**config.mk**
```make
export PLATFORM = sky130hd
export DESIGN_NAME = issue_top
export DESIGN_NICKNAME = d
export VERILOG_FILES = /design/src/design/isa_pkg.sv /design/src/design/queue_pkg.sv /design/src/design/fetch_queue.sv /design/src/design/instr_class.sv /design/src/design/issue_top.sv /design/src/design/pair_arbiter.sv
export SDC_FILE = /design/constraint.sdc
export NUM_CORES = 1
export LEC_CHECK = 0
export BUFFER_PORTS_ARGS = -buffer_cell sky130_fd_sc_hd__clkbuf_2
export CAP_MARGIN = 20
export CORE_MARGIN = 2
export CORE_UTILIZATION = 37
export DETAILED_ROUTE_END_ITERATION = 8
export PLACE_DENSITY = 0.57
export SLEW_MARGIN = 20
export SYNTH_ARGS = -nofsm -noshare
export SYNTH_HDL_FRONTEND = slang
export SYNTH_HIERARCHICAL = 1
export SYNTH_SLANG_ARGS = --single-unit
```
**constraint.sdc**
```tcl
create_clock -name clock -period 13.3 [get_ports clock]
set_input_delay 1.33 -clock clock [delete_from_list [all_inputs] [get_ports clock]]
set_output_delay 1.33 -clock clock [all_outputs]
set_load 0.02 [all_outputs]
```
**src/design/isa_pkg.sv**
```systemverilog
`default_nettype none

package isa_pkg;

  // RV32I major opcodes
  localparam logic [6:0] opcode_lui       = 7'b0110111;
  localparam logic [6:0] opcode_auipc     = 7'b0010111;
  localparam logic [6:0] opcode_jal       = 7'b1101111;
  localparam logic [6:0] opcode_jalr      = 7'b1100111;
  localparam logic [6:0] opcode_branch    = 7'b1100011;
  localparam logic [6:0] opcode_load      = 7'b0000011;
  localparam logic [6:0] opcode_store     = 7'b0100011;
  localparam logic [6:0] opcode_immediate = 7'b0010011;
  localparam logic [6:0] opcode_register  = 7'b0110011;
  localparam logic [6:0] opcode_system    = 7'b1110011;

  // funct3 of the integer ALU group
  localparam logic [2:0] funct_add  = 3'b000;
  localparam logic [2:0] funct_sll  = 3'b001;
  localparam logic [2:0] funct_slt  = 3'b010;
  localparam logic [2:0] funct_sltu = 3'b011;
  localparam logic [2:0] funct_xor  = 3'b100;
  localparam logic [2:0] funct_srl  = 3'b101;
  localparam logic [2:0] funct_or   = 3'b110;
  localparam logic [2:0] funct_and  = 3'b111;

  localparam logic [6:0] funct7_base = 7'b0000000;
  localparam logic [6:0] funct7_alt  = 7'b0100000;  // sub, sra, srai

  typedef logic [4:0] reg_addr_t;

  // Register and immediate views of one instruction word
  typedef union packed {
    struct packed {
      logic [6:0] funct7;
      reg_addr_t  rs2;
      reg_addr_t  rs1;
      logic [2:0] funct3;
      reg_addr_t  rd;
      logic [6:0] opcode;
    } r_form;
    struct packed {
      logic [11:0] imm;
      reg_addr_t   rs1;
      logic [2:0]  funct3;
      reg_addr_t   rd;
      logic [6:0]  opcode;
    } i_form;
  } instr_t;

  // addi x0,x0,0
  localparam instr_t nop_instr = 32'h00000013;

endpackage

`default_nettype wire

```
**src/design/queue_pkg.sv**
```systemverilog
`default_nettype none

package queue_pkg;

  localparam int queue_depth = 8;
  localparam int ptr_width   = 3;
  localparam int count_width = 4;  // Holds a full count of 8

  // Stall once more than this many entries remain
  localparam int stall_level = 4;

  typedef logic [31:0] pc_t;

  typedef logic [1:0] issue_count_t;  // 0, 1 or 2

endpackage

`default_nettype wire

```
**src/design/fetch_queue.sv**
```systemverilog
`timescale 1ns/1ps
`default_nettype none

module fetch_queue (
  input  logic                    clock,
  input  logic                    reset,
  input  logic                    fetch_valid,
  input  logic                    flush,
  input  queue_pkg::pc_t          fetch_pc,
  input  logic [63:0]             fetch_data,
  input  queue_pkg::issue_count_t issue_count,
  output isa_pkg::instr_t         head_instr0,
  output isa_pkg::instr_t         head_instr1,
  output logic                    head_valid0,
  output logic                    head_valid1,
  output queue_pkg::pc_t          issue_pc0,
  output queue_pkg::pc_t          issue_pc1,
  output isa_pkg::instr_t         issue_instr0,
  output isa_pkg::instr_t         issue_instr1,
  output logic                    fetch_stall
);
  import isa_pkg::*;
  import queue_pkg::*;

  pc_t    pc_mem [queue_depth];
  instr_t instr_mem [queue_depth];
  pc_t    pc_next [queue_depth];
  instr_t instr_next [queue_depth];

  logic [ptr_width-1:0] wr_ptr;
  logic [ptr_width-1:0] wr_ptr1;
  logic [ptr_width-1:0] wr_ptr_next;
  logic [ptr_width-1:0] rd_ptr;
  logic [ptr_width-1:0] rd_ptr_next;
  logic [ptr_width-1:0] rd_base;
  logic [ptr_width-1:0] rd_base1;

  logic [count_width-1:0] count;
  logic [count_width-1:0] fill;
  logic [count_width-1:0] count_next;

  pc_t head_pc0;
  pc_t head_pc1;

  assign wr_ptr1 = wr_ptr + ptr_width'(1);

  // Push side, with flush taking priority over a strobe in the same cycle
  always_comb begin
    pc_next = pc_mem;
    instr_next = instr_mem;
    wr_ptr_next = wr_ptr;
    rd_base = rd_ptr;
    fill = count;
    if (flush) begin
      wr_ptr_next = '0;
      rd_base = '0;
      fill = '0;
    end else if (fetch_valid) begin
      pc_next[wr_ptr] = fetch_pc;
      instr_next[wr_ptr] = fetch_data[31:0];
      pc_next[wr_ptr1] = fetch_pc + pc_t'(4);
      instr_next[wr_ptr1] = fetch_data[63:32];
      wr_ptr_next = wr_ptr + ptr_width'(2);
      fill = count + count_width'(2);
    end
  end

  // Heads read the post-push view, so a fresh pair can issue at once
  assign rd_base1 = rd_base + ptr_width'(1);
  assign head_valid0 = fill != '0;
  assign head_valid1 = fill > count_width'(1);
  assign head_instr0 = head_valid0 ? instr_next[rd_base] : nop_instr;
  assign head_instr1 = head_valid1 ? instr_next[rd_base1] : nop_instr;
  assign head_pc0 = head_valid0 ? pc_next[rd_base] : '0;
  assign head_pc1 = head_valid1 ? pc_next[rd_base1] : '0;

  // Pop side; issue_count never exceeds the valid heads
  assign count_next = fill - count_width'(issue_count);
  assign rd_ptr_next = rd_base + ptr_width'(issue_count);
  assign fetch_stall = count_next > count_width'(stall_level);

  assign issue_pc0 = (issue_count > 2'd0) ? head_pc0 : '0;
  assign issue_pc1 = (issue_count > 2'd1) ? head_pc1 : '0;
  assign issue_instr0 = (issue_count > 2'd0) ? head_instr0 : nop_instr;
  assign issue_instr1 = (issue_count > 2'd1) ? head_instr1 : nop_instr;

  always_ff @(posedge clock) begin
    pc_mem <= pc_next;
    instr_mem <= instr_next;
  end

  always_ff @(posedge clock) begin
    if (!reset) begin
      count <= '0;
      wr_ptr <= '0;
      rd_ptr <= '0;
    end else begin
      count <= count_next;
      wr_ptr <= wr_ptr_next;
      rd_ptr <= rd_ptr_next;
    end
  end

endmodule

`default_nettype wire

```
**src/design/instr_class.sv**
```systemverilog
`timescale 1ns/1ps
`default_nettype none

module instr_class (
  input  isa_pkg::instr_t    instr,
  output logic               basic,
  output logic               complex,
  output logic               wren,
  output logic               rden1,
  output logic               rden2,
  output isa_pkg::reg_addr_t waddr,
  output isa_pkg::reg_addr_t raddr1,
  output isa_pkg::reg_addr_t raddr2
);
  import isa_pkg::*;

  logic writes;  // Opcode has an integer destination

  assign waddr = instr.r_form.rd;
  assign raddr1 = instr.r_form.rs1;
  assign raddr2 = instr.r_form.rs2;

  always_comb begin
    basic = 1'b0;
    writes = 1'b0;
    rden1 = 1'b0;
    rden2 = 1'b0;
    case (instr.r_form.opcode)
      opcode_lui, opcode_auipc, opcode_jal: begin
        writes = 1'b1;
      end
      opcode_jalr, opcode_load: begin
        writes = 1'b1;
        rden1 = 1'b1;
      end
      opcode_branch, opcode_store: begin
        rden1 = 1'b1;
        rden2 = 1'b1;
      end
      opcode_immediate: begin
        writes = 1'b1;
        rden1 = 1'b1;
        case (instr.i_form.funct3)
          funct_add, funct_slt, funct_sltu, funct_xor, funct_or, funct_and: begin
            basic = 1'b1;
          end
          // Shift amount sits low in the immediate, upper bits act as funct7
          funct_sll: begin
            basic = instr.i_form.imm[11:5] == funct7_base;
          end
          funct_srl: begin
            basic = (instr.i_form.imm[11:5] == funct7_base) ||
                    (instr.i_form.imm[11:5] == funct7_alt);
          end
          default: begin
            basic = 1'b0;
          end
        endcase
      end
      opcode_register: begin
        writes = 1'b1;
        rden1 = 1'b1;
        rden2 = 1'b1;
        case (instr.r_form.funct7)
          funct7_base: begin
            basic = 1'b1;
          end
          funct7_alt: begin  // sub and sra only
            basic = (instr.r_form.funct3 == funct_add) ||
                    (instr.r_form.funct3 == funct_srl);
          end
          default: begin
            basic = 1'b0;  // M extension and reserved
          end
        endcase
      end
      opcode_system: begin
        case (instr.r_form.funct3)
          3'd1, 3'd2, 3'd3: begin  // CSR with register source
            writes = 1'b1;
            rden1 = 1'b1;
          end
          3'd5, 3'd6, 3'd7: begin  // CSR immediate forms
            writes = 1'b1;
          end
          default: begin
            writes = 1'b0;
          end
        endcase
      end
      default: begin
        writes = 1'b0;
      end
    endcase
  end

  // Anything not a plain ALU op, unknown opcodes included, goes alone
  assign complex = ~basic;
  assign wren = writes && (instr.r_form.rd != '0);

endmodule

`default_nettype wire

```
**src/design/issue_top.sv**
```systemverilog
`timescale 1ns/1ps
`default_nettype none

module issue_top (
  input  logic            clock,
  input  logic            reset,
  input  logic            fetch_valid,
  input  logic            flush,
  input  logic            hold,
  input  queue_pkg::pc_t  fetch_pc,
  input  logic [63:0]     fetch_data,
  output queue_pkg::pc_t  issue_pc0,
  output isa_pkg::instr_t issue_instr0,
  output queue_pkg::pc_t  issue_pc1,
  output isa_pkg::instr_t issue_instr1,
  output logic            fetch_stall
);
  import isa_pkg::*;
  import queue_pkg::*;

  instr_t       head_instr0;
  instr_t       head_instr1;
  logic         head_valid0;
  logic         head_valid1;
  issue_count_t issue_count;

  // Older slot supplies the destination, younger slot the class and sources
  logic      wren0;
  reg_addr_t waddr0;
  logic      basic1;
  logic      rden1_1;
  logic      rden2_1;
  reg_addr_t raddr1_1;
  reg_addr_t raddr2_1;

  fetch_queue i_fetch_queue (
    .clock        (clock),
    .reset        (reset),
    .fetch_valid  (fetch_valid),
    .flush        (flush),
    .fetch_pc     (fetch_pc),
    .fetch_data   (fetch_data),
    .issue_count  (issue_count),
    .head_instr0  (head_instr0),
    .head_instr1  (head_instr1),
    .head_valid0  (head_valid0),
    .head_valid1  (head_valid1),
    .issue_pc0    (issue_pc0),
    .issue_pc1    (issue_pc1),
    .issue_instr0 (issue_instr0),
    .issue_instr1 (issue_instr1),
    .fetch_stall  (fetch_stall)
  );

  instr_class class0 (
    .instr   (head_instr0),
    .basic   (),
    .complex (),
    .wren    (wren0),
    .rden1   (),
    .rden2   (),
    .waddr   (waddr0),
    .raddr1  (),
    .raddr2  ()
  );

  instr_class class1 (
    .instr   (head_instr1),
    .basic   (basic1),
    .complex (),
    .wren    (),
    .rden1   (rden1_1),
    .rden2   (rden2_1),
    .waddr   (),
    .raddr1  (raddr1_1),
    .raddr2  (raddr2_1)
  );

  pair_arbiter i_pair_arbiter (
    .basic1      (basic1),
    .wren0       (wren0),
    .rden1_1     (rden1_1),
    .rden2_1     (rden2_1),
    .waddr0      (waddr0),
    .raddr1_1    (raddr1_1),
    .raddr2_1    (raddr2_1),
    .head_valid0 (head_valid0),
    .head_valid1 (head_valid1),
    .hold        (hold),
    .issue_count (issue_count)
  );

endmodule

`default_nettype wire

```
**src/design/pair_arbiter.sv**
```systemverilog
`timescale 1ns/1ps
`default_nettype none

module pair_arbiter (
  input  logic                    basic1,
  input  logic                    wren0,
  input  logic                    rden1_1,
  input  logic                    rden2_1,
  input  isa_pkg::reg_addr_t      waddr0,
  input  isa_pkg::reg_addr_t      raddr1_1,
  input  isa_pkg::reg_addr_t      raddr2_1,
  input  logic                    head_valid0,
  input  logic                    head_valid1,
  input  logic                    hold,
  output queue_pkg::issue_count_t issue_count
);
  import queue_pkg::*;

  logic         hazard;
  issue_count_t pass;

  // Younger reads what the older one writes; x0 never sets wren0
  assign hazard = wren0 && ((rden1_1 && (raddr1_1 == waddr0)) ||
                            (rden2_1 && (raddr2_1 == waddr0)));

  always_comb begin
    if (basic1 && !hazard) begin
      pass = 2'd2;
    end else begin
      pass = 2'd1;
    end
    if (hold) begin
      pass = 2'd0;
    end
    if (!head_valid0) begin
      pass = 2'd0;
    end else if (!head_valid1 && pass == 2'd2) begin
      pass = 2'd1;  // Only one entry waiting
    end
  end

  assign issue_count = pass;

endmodule

`default_nettype wire

```
# Word-level counts from Yosys, hierarchy flattened

Cells that the tools add are included.

Bits in registers: 522
Input port bits: 101
Output and inout port bits: 129
Word-level logic and storage cells: 144

Add/subtract/negate cells: 7
Magnitude comparators: 10
Eq/ne operators: 32
Mux-type cells: 47
Bitwise operators: 5
Reductions and logical operators: 24

Operators by type and width:

| cell                                                                 | number |
|---|---|
| 256-bit bitwise mux                                                  | 4 |
| 256-bit two-way mux                                                  | 4 |
| 32-bit two-way mux                                                   | 18 |
| 32-bit binary-select mux with 3-bit select                           | 4 |
| 32-bit demux with 3-bit select                                       | 2 |
| 7-bit == test, second input constant                                 | 6 |
| 7-bit by 6-bit == test with 1-bit output, second input constant      | 5 |
| 32-bit by 3-bit adder with 32-bit output, second input constant      | 1 |
| 3-bit == test, second input constant                                 | 7 |
| 7-bit by 5-bit == test with 1-bit output, second input constant      | 3 |
| 6-bit OR reduction                                                   | 3 |
| 4-bit greater-or-equal comparator, second input constant             | 4 |
| 3-bit NOT with 4-bit output                                          | 4 |
| 7-bit by 2-bit == test with 1-bit output, second input constant      | 2 |
| 3-bit by 2-bit == test with 1-bit output, second input constant      | 4 |
| 5-bit == test                                                        | 2 |
| 1-bit logical AND                                                    | 8 |
| 4-bit by 1-bit < comparator with 1-bit output, second input constant | 2 |
| 2-bit two-way mux                                                    | 4 |
| 4-bit two-way mux                                                    | 2 |
| 1-bit case mux with 2 select lines                                   | 4 |
| 7-bit logical NOT                                                    | 1 |
| 7-bit OR reduction                                                   | 1 |
| 3-bit by 1-bit adder with 3-bit output, second input constant        | 2 |
| 20 further kinds                                                     | 28 |

# Depth between registers and ports, before layout

Gate-level depths: netlist of run 1.

Word-level depth: 30
Gate-level depth with buffers: 27
Mapped depth without buffers: 21

# Modules after synthesis

The synthesis of run 1 kept the hierarchy.

By module, submodules not included:

| module       | times used | cells each | area each (µm²) | sequential area each (µm²) |
|---|---|---|---|---|
| fetch_queue  | 1          | 3910       | 28802.6         | 10430.0 |
| instr_class  | 2          | 42         | 296.5           | 0.0 |
| pair_arbiter | 1          | 18         | 143.9           | 0.0 |

# Worst setup path before layout of run 1

No wires, ideal clock.

Path kind: input port to output port
From: in flush
To: out issue_pc1[8]
Arrival time: 7378 ps
Required time: 11970 ps
Path slack: 4592 ps
Stages: 21
Path buffers: 8
Cells stage by stage: nand2b_1 buf_2 inv_1 clkbuf_1 clkbuf_1 buf_2 buf_1 ha_1 clkbuf_1 buf_1 mux4_2 and2_1 or4_4 o32ai_2 and3_1 nand2_1 and4bb_1 inv_1 a21o_1 clkbuf_1 a2111oi_0

RTL lines:

| element     | RTL line        | source |
|---|---|---|
| from (decl) | issue_top.sv:8  | `input logic flush,` |
| to (decl)   | issue_top.sv:14 | `output queue_pkg::pc_t issue_pc1,` |

==> impl_metrics.ini, run 1 <==
[critical_path]
startpoint_type = primary input
endpoint_kind = primary output
worstPathArrival_ns = 8.00
cp_max_fo = 92
cp_common_cell = clkbuf_2
cpPeakStageDelay_ns = 0.94
path_cells = clkbuf_2, nand2b_4, inv_8, ha_4, mux4_2, and2_1, or4_4, o32ai_2, and3_1, nand2_1, and4bb_1, buf_4, or2_2, nand3_1, a211oi_1, or3_1, clkbuf_2
r2r_cells = 17
cp_data_required_time_ns = 11.97
r2r_slack_ns = 7.43
critPathKind = in -> out
critical_path.top_delay_family = simple AND/OR/NAND/NOR gates
reg2reg_to = i_fetch_queue/rd_ptr[2]
path_buf_inv = 4
crit_slowest_cell = ha_4
rr_startpoint = i_fetch_queue/rd_ptr[0]

[placed_design]
place_congestion = 0.865
dp_slack_ns = 3.99
hpwl_um = 66900
dp_cells = 4929
place.port_buffers = 229

[drt]
drt-pass1-iter-count = 6
viasPerCell = 5.54
drt_iter0_markers = 2743
routed_wl_um = 105000
wl_per_cell_um = 20.9
antenna_left = 0
vias = 27900
drc_errors = 0

[finish]
final_nets = 4064
drive_gt1_share_pct = 12.0
final_common_cell = nand2_1
syn_to_final_growth_pct = 12.2
post-route-util_pct = 42.1
final_cell_mix = nand2_1, dfxtp_1, a21oi_1, nor2_1, inv_1
final_cells = 5042

[clocking]
hold_buffers = 0
cts-htree-levels = 2
ctsResizeCount = 0
path_clk_slew_ns = 0.05
cts_made_buffers = 60
clock_latency_ns = 0.66
clock_path_buffers = 3
postCtsSetupBuffers = 0
cts_tree = yes
clockRootBuffer = clkbuf_16
cts_sinks = 521

[run_status]
status = finished, final reports clean

[power]
power.density_mw_per_mm2 = 146
p_leak_nw = 15.7
p_total_mw = 4.79
worst_ir_drop_vdd_mv = 0.108

[grt]
globalRouteOverflowTotal = 0
grt_pass1_wl_um = 159000
grt_max_degree = 144
grt_util_all_layers_pct = 25.0
antenna_found_initial = 8
grt_pass1_vias = 25600

[worst_hold_path]
hold_class = reg -> reg
whs_endpoint = i_fetch_queue/pc_mem[247]
min_path_cells = 2
hold_start = i_fetch_queue/pc_mem[247]

[timing]
grt_setup_unrepaired = false
slew_headroom_pct = 24.6
final.period_utilization_pct = 70.2
fin_tns_setup_ns = 0
hold_violations = 0
fin_ws_ns = 3.97
max_freq_ghz = 0.107
period_minus_slack_ns = 9.33
finalClockSkew_ns = 0.0281
final_max_slew_viol_count = 0
max_slew.worst_pin.slew_ns = 1.13
setup_viol = 0

[synthesis]
syn-cell-area_mm2 = 0.0292
syn_nets = 4063
yosys_warnings = 6
syn_inst = 3950
syn_avg_cell_area_um2 = 7.38

[die]
pin_count = 230
initial_core_util_pct = 37.5
fp.dieH_um = 285
die_w_um = 285
row_count = 102
die-area_mm2 = 0.0811
core-area_mm2 = 0.0777

[job]
drv_cap = 0
## worst max-delay path by stage
stage | cells past startpoint | end | slack, ns | start
floorplan | 21 | issue_pc1[8] | 4.63 | flush
global placement | 18 | issue_pc0[22] | 3.98 | flush
detailed placement | 18 | issue_pc0[22] | 3.99 | flush
CTS | 18 | issue_pc0[22] | 3.99 | flush
global route | 19 | issue_pc0[14] | 3.55 | flush
finish | 17 | issue_pc0[27] | 3.97 | flush
## worst min-delay path, stage by stage (launching register included)
cell,delay [ns]
dfxtp_1,0.31
nand2_1,0.06
nand2_1,0.04
## sequential cells by signal, summed over array words and instances (netlist names)
name / flops
i_fetch_queue/rd_ptr: 3
i_fetch_queue/instr_mem: 256
i_fetch_queue/wr_ptr: 2
i_fetch_queue/pc_mem: 256
i_fetch_queue/count: 4
## routing by layer
metal	up-vias	track usage, %	wire [um]
li1	13400	-	-
met4	10	8.32	3300
met3	184	4.90	8530
met1	13200	33.8	45800
met2	1113	39.7	47500
met5	-	0	61
## metrics by stage
| step | hold WS, ns | area (um2) |
|---|---|---|
| finish | 0.459 | 32700 |
| global route | 0.474 | 32700 |
| CTS | 0.457 | 32700 |
| detailed placement | 0.444 | 30700 |
| global placement | 0.438 | 30700 |
| floorplan | 0.421 | 29200 |
## layout make-up
type | count | area (um2)
repair buffers | 284 | 1610
multi-input cells | 2849 | 16500
well taps | 1040 | 1300
clock buffers | 94 | 1780
flip-flops and latches | 521 | 10400
clock inverters | 17 | 225
fillers | 8032 | 45000
inverters | 235 | 892
diodes | 2 | 5.00
## where the power goes
part           leakage (nW)  switching, mW  internal (mW)
sequential             4.31         0.0807           1.80
combinational          10.4          0.787          0.430
clock                 0.987          0.703          0.993
No activity file was read; power rests on OpenSTA's default activity.
==> inputs of run 2 (changes only) <==
==> constraint.sdc (replaced) <==
create_clock -name clock -period 9.3 [get_ports clock]
set_input_delay 0.93 -clock clock [delete_from_list [all_inputs] [get_ports clock]]
set_output_delay 0.93 -clock clock [all_outputs]
set_load 0.02 [all_outputs]
==> run 2 against run 1 <==
Sequential share of layout area shrank 0.31 points. Worst hold slack lost 0.0055 ns. Setup slack lost 3.2 ns. Clock skew grew 0.010 ns. Core utilization grew 0.42 points. Non-clock buffer count grew 9. Sequential power grew 43%. Critical path depth shrank 2. Largest power group unchanged. Highest routed layer unchanged.
==> impl_metrics.ini, run 2 (synthesis gave the netlist of run 1 again) <==
[finish]
final_nets = 4074
final_common_cell = nand2_1
final_cells = 5055
regArea_mm2 = 0.0104
n_fill_cell = 8090
final_cell_mix = nand2_1, dfxtp_1, a21oi_1, nor2_1, inv_1
top_regs = i_fetch_queue/instr_mem (256), i_fetch_queue/pc_mem (256), i_fetch_queue/count (4)
syn_to_final_growth_pct = 13.4
multiInputGateArea_mm2 = 0.0165
drive_gt1_share_pct = 12.5

[drt]
drt_iter0_markers = 2687
vias = 28000
drt-pass1-iter-count = 6
antenna_left = 0
routed_wl_um = 105000
viasPerCell = 5.54
drc_errors = 0
wl_per_cell_um = 20.9

[die]
die-area_mm2 = 0.0811
row_count = 102
core-area_mm2 = 0.0777
pin_count = 230
die_w_um = 285
initial_core_util_pct = 37.5
fp.dieH_um = 285

[placed_design]
hpwl_um = 68300
place_congestion = 0.856
dp_cells = 4938
place.port_buffers = 229
dp_slack_ns = 1.10

[timing]
slew_headroom_pct = 28.3
finalClockSkew_ns = 0.0382
hold_violations = 0
final.period_utilization_pct = 92.0
max_freq_ghz = 0.117
max_slew.worst_pin.slew_ns = 1.08
fin_ws_ns = 0.743
final_max_slew_viol_count = 0
period_minus_slack_ns = 8.56
setup_viol = 0
grt_setup_unrepaired = false
fin_tns_setup_ns = 0

[clocking]
path_clk_slew_ns = 0.06
clockRootBuffer = clkbuf_16
ctsResizeCount = 0
clock_latency_ns = 0.67
clock_path_buffers = 3
postCtsSetupBuffers = 0
hold_buffers = 0
cts-htree-levels = 2
cts_made_buffers = 61
cts_sinks = 521
cts_tree = yes

[grt]
grt_pass1_vias = 25800
grt_use_met2_pct = 40.0
grt_pass1_wl_um = 160000
use_met1_pct = 34.6
met3_usage_pct = 3.69
antenna_found_initial = 4
globalRouteOverflowTotal = 0
grt_max_degree = 204
grt_busiest_layer = met2
grt_util_all_layers_pct = 25.0

[critical_path]
cp_data_required_time_ns = 8.37
endpoint = issue_pc0[15]
critPathKind = reg -> out
crit_start = i_fetch_queue/rd_ptr[0]
worstPathArrival_ns = 7.63
cp_max_fo = 83
reg2reg_to = i_fetch_queue/rd_ptr[2]
r2r_slack_ns = 3.52
startpoint_type = flip-flop
r2r_cells = 16
endpoint_kind = primary output
rr_startpoint = i_fetch_queue/rd_ptr[0]

[job]
drv_cap = 0

[power]
p_leak_nw = 15.9
worst_ir_drop_vdd_mv = 0.167
power.density_mw_per_mm2 = 215

[worst_hold_path]
hold_class = reg -> reg

[run_status]
status = finished, final reports clean
## run 2: worst min-delay path by stage
| stage | start | to | cells past startpoint |
|---|---|---|---|
| 2_1_floorplan | i_fetch_queue/pc_mem[161] | i_fetch_queue/pc_mem[161] | 2 |
| 3_3_place_gp | i_fetch_queue/pc_mem[161] | i_fetch_queue/pc_mem[161] | 2 |
| 3_5_place_dp | i_fetch_queue/pc_mem[161] | i_fetch_queue/pc_mem[161] | 2 |
| 4_1_cts | i_fetch_queue/pc_mem[161] | i_fetch_queue/pc_mem[161] | 2 |
| 5_1_grt | i_fetch_queue/pc_mem[244] | i_fetch_queue/pc_mem[244] | 2 |
| 6_report | i_fetch_queue/pc_mem[225] | i_fetch_queue/pc_mem[225] | 2 |
## run 2: final cells by class
class / instances / area share, %
timing repair buffer: 293 / 5.18
inverter: 235 / 2.70
tap: 1040 / 3.94
multi-input combinational: 2849 / 49.9
clock buffer: 83 / 5.26
antenna: 3 / 0.0227
sequential: 521 / 31.6
clock inverter: 31 / 1.46
## run 2: metal layers
layer | up-vias | share of wire, %
met2 | 1106 | 45
met1 | 13300 | 44
met5 | - | 0.021
met4 | 4 | 3.1
li1 | 13400 | -
met3 | 200 | 7.7
## run 2: critical path, cell delays in order (launching register included)
cell       delay (ns)
dfxtp_4          0.85
nand2b_4         0.19
inv_8            0.44
ha_4             0.60
buf_4            0.38
mux4_2           0.56
and2_1           0.19
and4bb_2         0.32
o2111ai_1        0.11
o32ai_1          0.16
nand4_1          0.16
a41oi_1          0.65
or2_2            0.36
nand2_1          0.57
nor4_1           1.08
clkbuf_2         0.32
## run 2: stage by stage
step	utilization (%)	power [mW]	hold slack [ns]	instance area (um2)
6_report	42.5	7.10	0.453	33100
5_1_grt	42.5	7.45	0.476	33100
4_1_cts	42.5	7.12	0.459	33100
3_5_place_dp	39.7	4.46	0.444	30800
3_3_place_gp	39.7	4.44	0.437	30800
2_1_floorplan	-	3.98	0.421	29200
## run 2: power by group
part	total, mW	leakage [nW]	internal [mW]	switching, mW
logic	1.75	10.5	0.621	1.13
registers	2.69	4.31	2.57	0.121
clock network	2.66	1.10	1.62	1.04
